**src/include/chol_consts.svh**
```systemverilog
`ifndef CHOL_CONSTS_SVH
`define CHOL_CONSTS_SVH

// Matrix order
`define CHOL_N 5

// Fixed-point word, signed Q16.16
`define CHOL_WORD 32
`define CHOL_FRAC 16

// Lower triangle of a CHOL_N x CHOL_N matrix
`define CHOL_ELEMS 15

`endif

```
**src/logic/chol_pkg.sv**
```systemverilog
`include "chol_consts.svh"

package chol_pkg;

    // One matrix element, signed Q16.16
    typedef logic signed [`CHOL_WORD-1:0] fix_t;

    // Product accumulator, signed Q32.32
    typedef logic signed [2*`CHOL_WORD-1:0] acc_t;

    // Packed lower triangle, word i*(i+1)/2 + j holds element (i, j)
    typedef logic [`CHOL_ELEMS*`CHOL_WORD-1:0] mat_t;

    typedef logic [$clog2(`CHOL_ELEMS)-1:0] elem_idx_t;

    typedef enum logic [2:0] {
        IDLE,
        FETCH,
        ACCUM,
        SQRT,
        DIV,
        WRITE,
        DONE
    } ctrl_state_t;

endpackage

```
**src/logic/chol_ctrl.sv**
```systemverilog
`include "chol_consts.svh"

module chol_ctrl
    import chol_pkg::*;
(
    input  logic      clk,
    input  logic      rst,
    input  logic      a_valid,
    input  fix_t      rd_data_a,
    input  fix_t      rd_data_b,
    input  fix_t      residual,
    input  fix_t      root,
    input  fix_t      quot,
    input  logic      sqrt_done,
    input  logic      div_done,
    output logic      load,
    output logic      wr_en,
    output elem_idx_t wr_addr,
    output fix_t      wr_data,
    output elem_idx_t rd_addr_a,
    output elem_idx_t rd_addr_b,
    output fix_t      mac_c,
    output logic      mac_clr,
    output logic      mac_acc_en,
    output logic      sqrt_start,
    output logic      div_start,
    output fix_t      div_den,
    output logic      busy,
    output logic      l_valid
);

    localparam logic [2:0] LAST = 3'(`CHOL_N - 1);

    ctrl_state_t state;
    logic [2:0]  col;  // j
    logic [2:0]  row;  // i, runs j..4
    logic [2:0]  k;    // Inner product index
    logic        accum_step;

    // Word index of element (r, c) in the packed triangle
    function automatic elem_idx_t tri_idx(input logic [2:0] r, input logic [2:0] c);
        logic [5:0] base;
        base = ({3'b000, r} * ({3'b000, r} + 6'd1)) >> 1;
        return elem_idx_t'(base + {3'b000, c});
    endfunction

    // Schedule
    // --------------------
    always_ff @(posedge clk) begin
        if (rst) begin
            state <= IDLE;
            col   <= '0;
            row   <= '0;
            k     <= '0;
        end else begin
            case (state)
                IDLE, DONE: begin
                    if (a_valid) begin
                        state <= FETCH;
                        col   <= '0;
                        row   <= '0;
                    end else begin
                        state <= IDLE;
                    end
                end
                FETCH: begin
                    k     <= '0;
                    state <= ACCUM;
                end
                ACCUM: begin
                    if (k == col) begin
                        state <= (row == col) ? SQRT : DIV;  // Residual is ready here
                    end else begin
                        k <= k + 3'd1;
                    end
                end
                SQRT: begin
                    if (sqrt_done) state <= WRITE;
                end
                DIV: begin
                    if (div_done) state <= WRITE;
                end
                WRITE: begin
                    if (row != LAST) begin
                        row   <= row + 3'd1;
                        state <= FETCH;
                    end else if (col != LAST) begin
                        col   <= col + 3'd1;
                        row   <= col + 3'd1;  // Next column starts on its diagonal
                        state <= FETCH;
                    end else begin
                        state <= DONE;
                    end
                end
                default: state <= IDLE;
            endcase
        end
    end

    assign busy    = (state != IDLE) && (state != DONE);
    assign l_valid = (state == DONE);
    assign load    = a_valid && !busy;

    // MAC feed
    assign accum_step = (state == ACCUM) && (k != col);
    assign mac_clr    = (state == FETCH);
    assign mac_acc_en = accum_step;
    assign mac_c      = rd_data_a;  // A_ij during FETCH

    // Port a walks row i, port b walks row j, b parks on L_jj otherwise
    assign rd_addr_a = tri_idx(row, accum_step ? k : col);
    assign rd_addr_b = tri_idx(col, accum_step ? k : col);

    assign sqrt_start = (state == ACCUM) && (k == col) && (row == col);
    assign div_start  = (state == ACCUM) && (k == col) && (row != col);
    assign div_den    = rd_data_b;

    // Result back into the store in place of A_ij
    assign wr_en   = (state == WRITE);
    assign wr_addr = tri_idx(row, col);
    assign wr_data = (row == col) ? root : quot;

    // A positive-definite input keeps every diagonal residual non-negative
    diag_residual_pos: assert property (
        @(posedge clk) disable iff (rst)
        sqrt_start |-> !residual[`CHOL_WORD-1]
    );

endmodule

```
**src/logic/chol_div.sv**
```systemverilog
`include "chol_consts.svh"

module chol_div
    import chol_pkg::*;
(
    input  logic clk,
    input  logic rst,
    input  logic start,
    input  fix_t num,
    input  fix_t den,
    output fix_t quot,
    output logic done
);

    localparam int DVD_W = `CHOL_WORD + `CHOL_FRAC;  // num scaled by 2^16

    logic [`CHOL_WORD-1:0] num_mag;
    logic [`CHOL_WORD-1:0] den_mag;
    logic [DVD_W-1:0]      q;  // Dividend out at the top, quotient in at the bottom
    logic [`CHOL_WORD-1:0] dmag;
    logic [`CHOL_WORD-1:0] rem;
    logic [`CHOL_WORD:0]   rem_shift;
    logic [`CHOL_WORD:0]   diff;
    logic                  take;
    logic                  neg;
    logic [5:0]            cnt;
    logic                  busy;

    // Magnitudes, -2^31 maps to 2^31 unsigned
    assign num_mag = num[`CHOL_WORD-1] ? -num : num;
    assign den_mag = den[`CHOL_WORD-1] ? -den : den;

    assign rem_shift = {rem, q[DVD_W-1]};
    assign diff      = rem_shift - {1'b0, dmag};
    assign take      = (rem_shift >= {1'b0, dmag});

    always_ff @(posedge clk) begin
        if (rst) begin
            busy <= 1'b0;
            done <= 1'b0;
            cnt  <= '0;
        end else begin
            done <= 1'b0;
            if (start) begin
                busy <= 1'b1;
                cnt  <= 6'(DVD_W);
            end else if (busy) begin
                cnt <= cnt - 6'd1;
                if (cnt == 6'd1) begin
                    busy <= 1'b0;
                    done <= 1'b1;
                end
            end
        end
    end

    // Datapath
    // --------------------
    always_ff @(posedge clk) begin
        if (start) begin
            q    <= {num_mag, {`CHOL_FRAC{1'b0}}};
            rem  <= '0;
            dmag <= den_mag;
            neg  <= num[`CHOL_WORD-1] ^ den[`CHOL_WORD-1];
        end else if (busy) begin
            rem <= take ? diff[`CHOL_WORD-1:0] : rem_shift[`CHOL_WORD-1:0];
            q   <= {q[DVD_W-2:0], take};
        end
    end

    // Sign restored on the low word, truncates toward zero
    assign quot = neg ? -q[`CHOL_WORD-1:0] : q[`CHOL_WORD-1:0];

    den_nonzero: assert property (
        @(posedge clk) disable iff (rst)
        start |-> (den != '0)
    );

    no_start_while_busy: assert property (
        @(posedge clk) disable iff (rst)
        start |-> !busy
    );

endmodule

```
**src/logic/chol_mac.sv**
```systemverilog
`include "chol_consts.svh"

module chol_mac
    import chol_pkg::*;
(
    input  logic clk,
    input  logic rst,
    input  logic clr,
    input  logic acc_en,
    input  fix_t c,
    input  fix_t x,
    input  fix_t y,
    output fix_t residual
);

    acc_t acc;
    acc_t prod;

    // Full Q32.32 product, no rounding
    assign prod = x * y;

    always_ff @(posedge clk) begin
        if (rst) begin
            acc <= '0;
        end else if (clr) begin
            acc <= acc_t'(c) <<< `CHOL_FRAC;  // A element into Q32.32
        end else if (acc_en) begin
            acc <= acc - prod;
        end
    end

    // Back to Q16.16
    assign residual = acc[`CHOL_FRAC +: `CHOL_WORD];

endmodule

```
**src/logic/chol_matrix_store.sv**
```systemverilog
`include "chol_consts.svh"

module chol_matrix_store
    import chol_pkg::*;
(
    input  logic      clk,
    input  logic      rst,
    input  logic      load,
    input  mat_t      a,
    input  logic      wr_en,
    input  elem_idx_t wr_addr,
    input  fix_t      wr_data,
    input  elem_idx_t rd_addr_a,
    input  elem_idx_t rd_addr_b,
    output fix_t      rd_data_a,
    output fix_t      rd_data_b,
    output mat_t      contents
);

    fix_t mem [`CHOL_ELEMS];

    // Bulk load of A, then L written back word by word
    always_ff @(posedge clk) begin
        if (load) begin
            for (int e = 0; e < `CHOL_ELEMS; e++) begin
                mem[e] <= a[e*`CHOL_WORD +: `CHOL_WORD];
            end
        end else if (wr_en) begin
            mem[wr_addr] <= wr_data;
        end
    end

    assign rd_data_a = mem[rd_addr_a];  // Combinational reads
    assign rd_data_b = mem[rd_addr_b];

    always_comb begin
        for (int e = 0; e < `CHOL_ELEMS; e++) begin
            contents[e*`CHOL_WORD +: `CHOL_WORD] = mem[e];
        end
    end

    // Controller addressing must stay inside the triangle
    wr_addr_in_range: assert property (
        @(posedge clk) disable iff (rst)
        wr_en |-> (wr_addr < `CHOL_ELEMS)
    );

endmodule

```
**src/logic/chol_sqrt.sv**
```systemverilog
`include "chol_consts.svh"

module chol_sqrt
    import chol_pkg::*;
(
    input  logic clk,
    input  logic rst,
    input  logic start,
    input  fix_t d,
    output fix_t root,
    output logic done
);

    localparam int RAD_W  = `CHOL_WORD + `CHOL_FRAC;  // d scaled by 2^16
    localparam int ROOT_W = RAD_W / 2;

    logic [RAD_W-1:0]  rad;
    logic [ROOT_W-1:0] q;
    logic [ROOT_W+1:0] rem;
    logic [ROOT_W+3:0] rem_shift;
    logic [ROOT_W+3:0] trial;
    logic [ROOT_W+3:0] diff;
    logic              take;
    logic [4:0]        cnt;
    logic              busy;

    // One restoring step
    // --------------------
    assign rem_shift = {rem, rad[RAD_W-1 -: 2]};
    assign trial     = {2'b00, q, 2'b01};
    assign diff      = rem_shift - trial;
    assign take      = (rem_shift >= trial);

    always_ff @(posedge clk) begin
        if (rst) begin
            busy <= 1'b0;
            done <= 1'b0;
            cnt  <= '0;
        end else begin
            done <= 1'b0;
            if (start) begin
                busy <= 1'b1;
                cnt  <= 5'(ROOT_W);
            end else if (busy) begin
                cnt <= cnt - 5'd1;
                if (cnt == 5'd1) begin
                    busy <= 1'b0;
                    done <= 1'b1;  // Last bit lands with this edge
                end
            end
        end
    end

    always_ff @(posedge clk) begin
        if (start) begin
            // Negative residual clamps to zero
            rad <= d[`CHOL_WORD-1] ? '0 : {d, {`CHOL_FRAC{1'b0}}};
            q   <= '0;
            rem <= '0;
        end else if (busy) begin
            rad <= rad << 2;
            q   <= {q[ROOT_W-2:0], take};
            rem <= take ? diff[ROOT_W+1:0] : rem_shift[ROOT_W+1:0];
        end
    end

    assign root = {{(`CHOL_WORD-ROOT_W){1'b0}}, q};

    no_start_while_busy: assert property (
        @(posedge clk) disable iff (rst)
        start |-> !busy
    );

endmodule

```
**src/logic/cholesky_top.sv**
```systemverilog
`include "chol_consts.svh"

module cholesky_top
    import chol_pkg::*;
(
    input  logic clk,
    input  logic rst,
    input  mat_t a,
    input  logic a_valid,
    output mat_t l,
    output logic l_valid,
    output logic busy
);

    logic      load;
    logic      wr_en;
    elem_idx_t wr_addr;
    fix_t      wr_data;
    elem_idx_t rd_addr_a;
    elem_idx_t rd_addr_b;
    fix_t      rd_data_a;
    fix_t      rd_data_b;

    fix_t      mac_c;
    logic      mac_clr;
    logic      mac_acc_en;
    fix_t      residual;

    logic      sqrt_start;
    logic      sqrt_done;
    fix_t      root;
    logic      div_start;
    logic      div_done;
    fix_t      div_den;
    fix_t      quot;

    // Storage and scheduling
    // --------------------
    chol_matrix_store i_store (
        .clk       (clk),
        .rst       (rst),
        .load      (load),
        .a         (a),
        .wr_en     (wr_en),
        .wr_addr   (wr_addr),
        .wr_data   (wr_data),
        .rd_addr_a (rd_addr_a),
        .rd_addr_b (rd_addr_b),
        .rd_data_a (rd_data_a),
        .rd_data_b (rd_data_b),
        .contents  (l)  // L replaces A in place
    );

    chol_ctrl i_ctrl (
        .clk        (clk),
        .rst        (rst),
        .a_valid    (a_valid),
        .rd_data_a  (rd_data_a),
        .rd_data_b  (rd_data_b),
        .residual   (residual),
        .root       (root),
        .quot       (quot),
        .sqrt_done  (sqrt_done),
        .div_done   (div_done),
        .load       (load),
        .wr_en      (wr_en),
        .wr_addr    (wr_addr),
        .wr_data    (wr_data),
        .rd_addr_a  (rd_addr_a),
        .rd_addr_b  (rd_addr_b),
        .mac_c      (mac_c),
        .mac_clr    (mac_clr),
        .mac_acc_en (mac_acc_en),
        .sqrt_start (sqrt_start),
        .div_start  (div_start),
        .div_den    (div_den),
        .busy       (busy),
        .l_valid    (l_valid)
    );

    // Arithmetic units
    // --------------------
    chol_mac i_mac (
        .clk      (clk),
        .rst      (rst),
        .clr      (mac_clr),
        .acc_en   (mac_acc_en),
        .c        (mac_c),
        .x        (rd_data_a),  // L_ik
        .y        (rd_data_b),  // L_jk
        .residual (residual)
    );

    chol_sqrt i_sqrt (
        .clk   (clk),
        .rst   (rst),
        .start (sqrt_start),
        .d     (residual),
        .root  (root),
        .done  (sqrt_done)
    );

    chol_div i_div (
        .clk   (clk),
        .rst   (rst),
        .start (div_start),
        .num   (residual),
        .den   (div_den),
        .quot  (quot),
        .done  (div_done)
    );

endmodule

```
**config.mk**
```make
export PLATFORM = sky130hd
export DESIGN_NAME = cholesky_top
export DESIGN_NICKNAME = d
export VERILOG_FILES = /design/src/logic/chol_pkg.sv /design/src/logic/chol_ctrl.sv /design/src/logic/chol_div.sv /design/src/logic/chol_mac.sv /design/src/logic/chol_matrix_store.sv /design/src/logic/chol_sqrt.sv /design/src/logic/cholesky_top.sv
export VERILOG_INCLUDE_DIRS = /design/src /design/src/include
export SDC_FILE = /design/constraint.sdc
export NUM_CORES = 2
export LEC_CHECK = 0
export BUFFER_PORTS_ARGS = -buffer_cell sky130_fd_sc_hd__buf_4
export CORE_ASPECT_RATIO = 1.1
export CORE_MARGIN = 5
export CORE_UTILIZATION = 40
export CTS_CLUSTER_SIZE = 40
export DETAILED_ROUTE_END_ITERATION = 16
export REMOVE_ABC_BUFFERS = 1
export SETUP_SLACK_MARGIN = 0.3
export SLEW_MARGIN = 20
export SYNTH_ARGS = -nofsm -noshare
export SYNTH_HDL_FRONTEND = slang
export SYNTH_SLANG_ARGS = --single-unit
export TNS_END_PERCENT = 20
```
**constraint.sdc**
```tcl
create_clock -name clk -period 28 [get_ports clk]
set_input_delay 5.6 -clock clk [delete_from_list [all_inputs] [get_ports clk]]
set_output_delay 5.6 -clock clk [all_outputs]
set_load 0.02 [all_outputs]
```
[Yosys cells after proc, flatten, opt, wreduce, memory -nomap -nowiden]
Memories as Yosys holds them, arrays and structs flattened.
Cells that the tools add are included.
W data, S select, Z words.
Word-level totals
  logic and storage cells: 146
  input bits: 483
  flip-flop bits (word level): 302
  memories: 1
  bits in writable memories: 480
Memory list
  i_store.mem: depth 15, width 32, read ports 17, clocked after memory_dff 0, write ports 15, line chol_matrix_store.sv:20  | fix_t mem [`CHOL_ELEMS];
Cells by class
  order comparisons: 2
  reduce and logical (&&, ||, !) cells: 25
  equal/unequal tests: 23
  bitwise operators: 3
  add/subtract/negate cells: 16
  multiplexer cells: 50
  multipliers: 3
Operators by type and width (number)
  $mux W48: 4
  $mux W32: 5
  $mux W64: 2
  $neg A32 Y32: 3
  $mul A32 B32 Y64: 1
  $sub A64 B64 Y64: 1
  $mux W47: 1
  $mux W3: 12
  $ge A33 B32 Y1: 1
  $reduce_or A32 Y1: 1
  $sub A32 B32 Y32: 1
  $mux W31: 1
  $ge A28 B26 Y1: 1
  $mux W26: 1
  $sub A26 B26 Y26: 1
  $pmux W3 S2: 3
  $pmux W3 S6: 1
  $mux W1: 15
  $add A4 B3 Y4: 3
  $mul A3 B6 Y5: 2
  $mux W6: 2
  $ne A3 B3 Y1 const B: 4
  $mux W5: 2
  $reduce_bool A2 Y1: 5
  25 further kinds: 49

[Logic depth before layout (Yosys ltp)]
An unclocked memory read counts as a cell.
  word-level depth: 9
  depth in mapped cells: 48
  depth with buffers taken out: 43

[Modules after synthesis]
Synthesis repeated with hierarchy kept, for this count alone.
Second synthesis, totals
  cell total of the unflattened synthesis: 7196
  area, all modules: 78711.7 um^2
By module, submodules not included
  chol_mac: seq. area each 960.9 um^2, cells an instance 3749, area an instance 33664.8 um^2, times used 1
  chol_matrix_store: seq. area each 15374.7 um^2, cells an instance 1656, area an instance 29034.1 um^2, times used 1
  chol_div: seq. area each 3072.9 um^2, cells an instance 937, area an instance 8326.7 um^2, times used 1
  chol_sqrt: seq. area each 2102.0 um^2, cells an instance 576, area an instance 5240.0 um^2, times used 1
  chol_ctrl: seq. area each 240.2 um^2, cells an instance 278, area an instance 2446.1 um^2, times used 1

[Least setup slack after synthesis]
No wires, ideal clock.
  path type: register -> register
  from: register i_ctrl.col[0]
  to: register i_mac.acc[31]
  library setup time: 0.134 ns
  clock period less this slack: 11.232 ns
  path slack: 16.768 ns
  path buffers: 6
  data required time: 27.866 ns
  cell stages (with the launch flop): 43
  arrival time: 11.098 ns
  cell sequence: dfxtp_1 > clkbuf_1 > inv_1 > ha_1 > nand2_1 > fa_1 > fa_1 > inv_1 > ha_1 > xnor2_1 > clkbuf_1 > buf_1 > clkbuf_1 > nand2_1 > a31oi_1 > clkbuf_1 > clkbuf_1 > nand2_1 > [... 7 more ...] > fa_1 > fa_1 > inv_1 > fa_1 > inv_1 > ha_1 > a21o_1 > a21o_1 > a21o_1 > a21o_1 > a21oi_1 > o31a_1 > o21bai_1 > a21o_1 > a221o_1 > a21oi_1 > xor2_1 > o22ai_1
On the way
  longest elaborated chain between the ends: 9
RTL lines
  start: declaration: line chol_ctrl.sv:35  | logic [2:0] col;
  start signal: assignment: line chol_ctrl.sv:88  | col <= col + 3'd1;
  branches (longest 9 deep; another with $mul A32 B32 Y64)
  end signal: assignment: line chol_mac.sv:26  | acc <= acc_t'(c) <<< `CHOL_FRAC;
  end signal: assignment: line chol_mac.sv:28  | acc <= acc - prod;
  end: declaration: line chol_mac.sv:16  | acc_t acc;
Parallel ways; which one is timed is not known. The select of a mux whose other input is x is not followed.
A chain may end at the register's enable or synchronous reset.

[Final worst setup path]
  from: register i_ctrl.state[1]
  to: register i_mac.acc[37]
On the way
  longest elaborated chain between the ends: 9
RTL lines
  start: declaration: line chol_ctrl.sv:34  | ctrl_state_t state;
  start signal: assignment: line chol_ctrl.sv:72  | state <= (row == col) ? SQRT : DIV;
  $eq A3 B2 Y1: line chol_ctrl.sv:105  | assign accum_step = (state == ACCUM) && (k != col);
  $logic_and A1 B1 Y1: line chol_ctrl.sv:105
  $mux W3: line chol_ctrl.sv:111, chol_ctrl.sv:112
  $add A4 B3 Y4: line chol_ctrl.sv:44  | return elem_idx_t'(base + {3'b000, c});
  $mem_v2 Z15 W32
  $mul A32 B32 Y64: line chol_mac.sv:20  | assign prod = x * y;
  $sub A64 B64 Y64: line chol_mac.sv:28
  $mux W64: line chol_mac.sv:27  | end else if (acc_en) begin
  $mux W64: line chol_mac.sv:25  | end else if (clr) begin
Several ways; a longest one is shown, not always the timed one. The select of a mux whose other input is x is not followed.

==> out/metrics.csv <==
stage,metric,value,unit
setup_path,crit_fanout,38,
synth,yosysMostFrequentCell,nand2_1,
clock_network,numCtsBuffers,96,
clock_network,clock-sinks,782,
setup_path,slowest_delay,0.78,ns
sta,min_period,13.32,ns
finish,multi_input_area,48600,um^2
clock_network,cts_resized,0,
route,drtPass1Iterations,6,
sta,rsz0062_at_grt,false,
outcome,outcome,finished clean,
setup_path,critical_path.endpoint_type,flop,
route,vias,65284,
synth,yosys.area.top_type,edfxtp_1,
finish,nFillCells,17940,
route,drc_errors,0,
finish,syn_to_final_growth,18.3,%
finish,drive_above_1_share,19.5,%
synth,ys_top_cells_by_count,"nand2_1, inv_1, fa_1",
finish,regArea,21800,um^2
synth,synth.area.top_cells,"edfxtp_1, fa_1, mux4_2, nand2_1, inv_1",
setup_path,cp-start-kind,flop,
synth,syn_area,75900,um^2
sta,hold_ws,0.392,ns
setup_path,arrival,13.92,ns
synth,synth_area_per_cell,9.69,um^2
route,wl_per_cell,32.4,um
grt,grt_util_met2,54.2,%
clock_network,htreeDepth,3,
finish,fin_cells,11227,
floorplanning,die_area,199000,um^2
route,viasPerCell,5.81,
sta,max_slew_margin,21.4,%
sta,timing.final.crit_share,47.6,%
synth,synth_top_area_share,24.1,%
setup_path,setup.worst_path.class,reg2reg,
finish,nets,10239,
route,antenna_left,0,
synth,synth-seq-cells,782,
grt,overflow,0,
placed_design,io_buffers,964,
route,routed_wirelength,363000,um
clock_network,clk_path_buf_depth,3,
floorplanning,die_x,425,um
worst_hold_path,hold_path.class,reg2reg,
sta,setup_viol,0,
sta,fin_tns_setup,0,ns
setup_path,crit_required,28.60,ns
synth,ys_dominant_reg_cell,edfxtp_1,
placed_design,dp_cells,10997,
grt,grt_util_all_layers,36.1,%
setup_path,slowest_stage,o31ai_1,
floorplanning,num_rows,167,
finish,finalInstanceArea,89800,um^2
route,drt_iter0_drc,7321,
placed_design,dp_hpwl,281000,um
synth,synthCells,7840,
sta,hold_viol,0,
grt,grt_pass1_wl,509000,um
clock_network,cts_tree,done,
sta,fmax,75.1,MHz
setup_path,crit_top_cell,inv_1,
synth,synth.distinct_cells,73,
clock_network,postCtsSetupRepairBufs,0,
grt,grt_start_max_net_pins,78,
floorplanning,start_util,40.3,%
sta,fin_skew,0.153,ns
floorplanning,coreArea,188000,um^2
synth,yosys_warnings,0,
sta,drv_slew,0,
clock_network,hold_buffers,0,
grt,grt_pass1_vias,67290,
synth,synth_enable_flop_cells,609,
synth,async_reset_ff_share,0,%
flow_run,drv_cap,0,
grt,antenna_found_initial,82,
placed_design,dpl-instance-area,86300,um^2
floorplanning,ios,965,
placed_design,gp_congestion,1.05,
clock_network,clk_latency,0.82,ns
sta,worstMarginPinSlew,1.18,ns
floorplanning,die_h,467,um
grt,grt_busiest_layer,met2,
grt,use_met1,42.9,%
clock_network,cts_root_buf,clkbuf_16,
clock_network,cts.reportedPaths.clkPinSlew,0.06,ns
synth,ys_seq_area_share,28.6,%
grt,grtUsageMet3,11.1,%
-- worst max-delay path: cells and delay by family, from the launching register on --
| family | cells | cell delay (ns) |
|---|---|---|
| adder cells (fa/ha/maj) | 10 | 4.24 |
| AO/OA/AOI/OAI | 10 | 2.90 |
| buffers and inverters | 11 | 2.83 |
| AND/OR/NAND/NOR | 6 | 1.30 |
| multiplexers | 3 | 1.06 |
| flip-flops | 1 | 0.58 |
-- state kept, by name, summed over array words and instances (netlist names), 3 cells and up --
signal and count:
i_sqrt.rad 32, i_sqrt.rem 26, i_ctrl.row 3, i_sqrt.cnt 5
i_sqrt.q 24, i_store.mem 512, i_ctrl.state 3, i_mac.acc 48
i_div.cnt 6, i_div.q 48, i_div.dmag 32, i_ctrl.k 3
i_ctrl.col 3, i_div.rem 32
-- path summary, 6_finish.rpt --
| check | startpoint | endpoint | slack (ns) | cells after the start |
|---|---|---|---|---|
| worst max register to register | i_ctrl.state[1]$_SDFFE_PP0P_ | i_mac.acc[37]$_SDFFE_PP0P_ | 14.68 | 40 |
| worst min-delay path | i_div.rem[18]$_SDFFE_PP0P_ | i_div.rem[19]$_SDFFE_PP0P_ | 0.39 | 2 |
| worst max-delay path | i_ctrl.state[1]$_SDFFE_PP0P_ | i_mac.acc[37]$_SDFFE_PP0P_ | 14.68 | 40 |
| worst min register to register | i_div.rem[18]$_SDFFE_PP0P_ | i_div.rem[19]$_SDFFE_PP0P_ | 0.39 | 2 |
-- metrics by stage --
stage | utilization [%] | worst slack, ns
2_1_floorplan | - | 12.76
3_3_place_gp | 45.8 | 14.96
3_5_place_dp | 45.8 | 14.84
4_1_cts | 47.6 | 14.72
5_1_grt | 47.6 | 13.93
6_report | 47.6 | 14.68
-- final cells by class --
class | instances | share of cell area (%)
multi-input cells | 5406 | 54.2
repair buffers | 1118 | 9.36
flip-flops and latches | 782 | 24.2
well taps | 2535 | 3.53
clock buffers | 112 | 2.74
diodes | 49 | 0.137
inverters | 1156 | 4.83
clock inverters | 69 | 0.999
-- cell families after synthesis --
logic type	share of synthesized area (%)
and+or+nand+nor	13.8
buffers and inverters	8.30
muxes	8.98
xor gates and xnor gates	2.87
adders and majority gates	28.6
AOI/OAI and AO/OA	8.83
DFF	28.6
-- layer usage --
metal / up-vias / share of wire [%]
li1: 27106 / -
met1: 33118 / 35
met2: 3973 / 44
met3: 1051 / 11
met4: 36 / 10
met5: - / 0.064
-- placed cells by master (no fill, tap or decap), types with 21 or more instances in the layout --
cell       count
clkinv_1      23
a22oi_1       31
o21ai_0      623
xor2_1        94
fa_1         894
nand2b_1      73
a21o_1        68
nor2_1       458
mux2i_1       90
xnor2_1      139
inv_1       1151
nor2b_1      115
or2_2         21
mux4_2       256
o21a_1        23
nand2_1     1389
nor3_1        40
o31ai_1       24
a211oi_1      23
edfxtp_1     609
a31oi_2       23
buf_4       1117
clkbuf_16     96
a31oi_1       31
nand3_1       90
a21oi_1      162
and3_1        45
nand3b_1      34
dfxtp_1      170
diode_2       49
ha_1         298
and2_1        77
o21bai_1      22
Power is not shown: default switching activity piles up to over one toggle a cycle in this logic, so the estimate is an artifact.
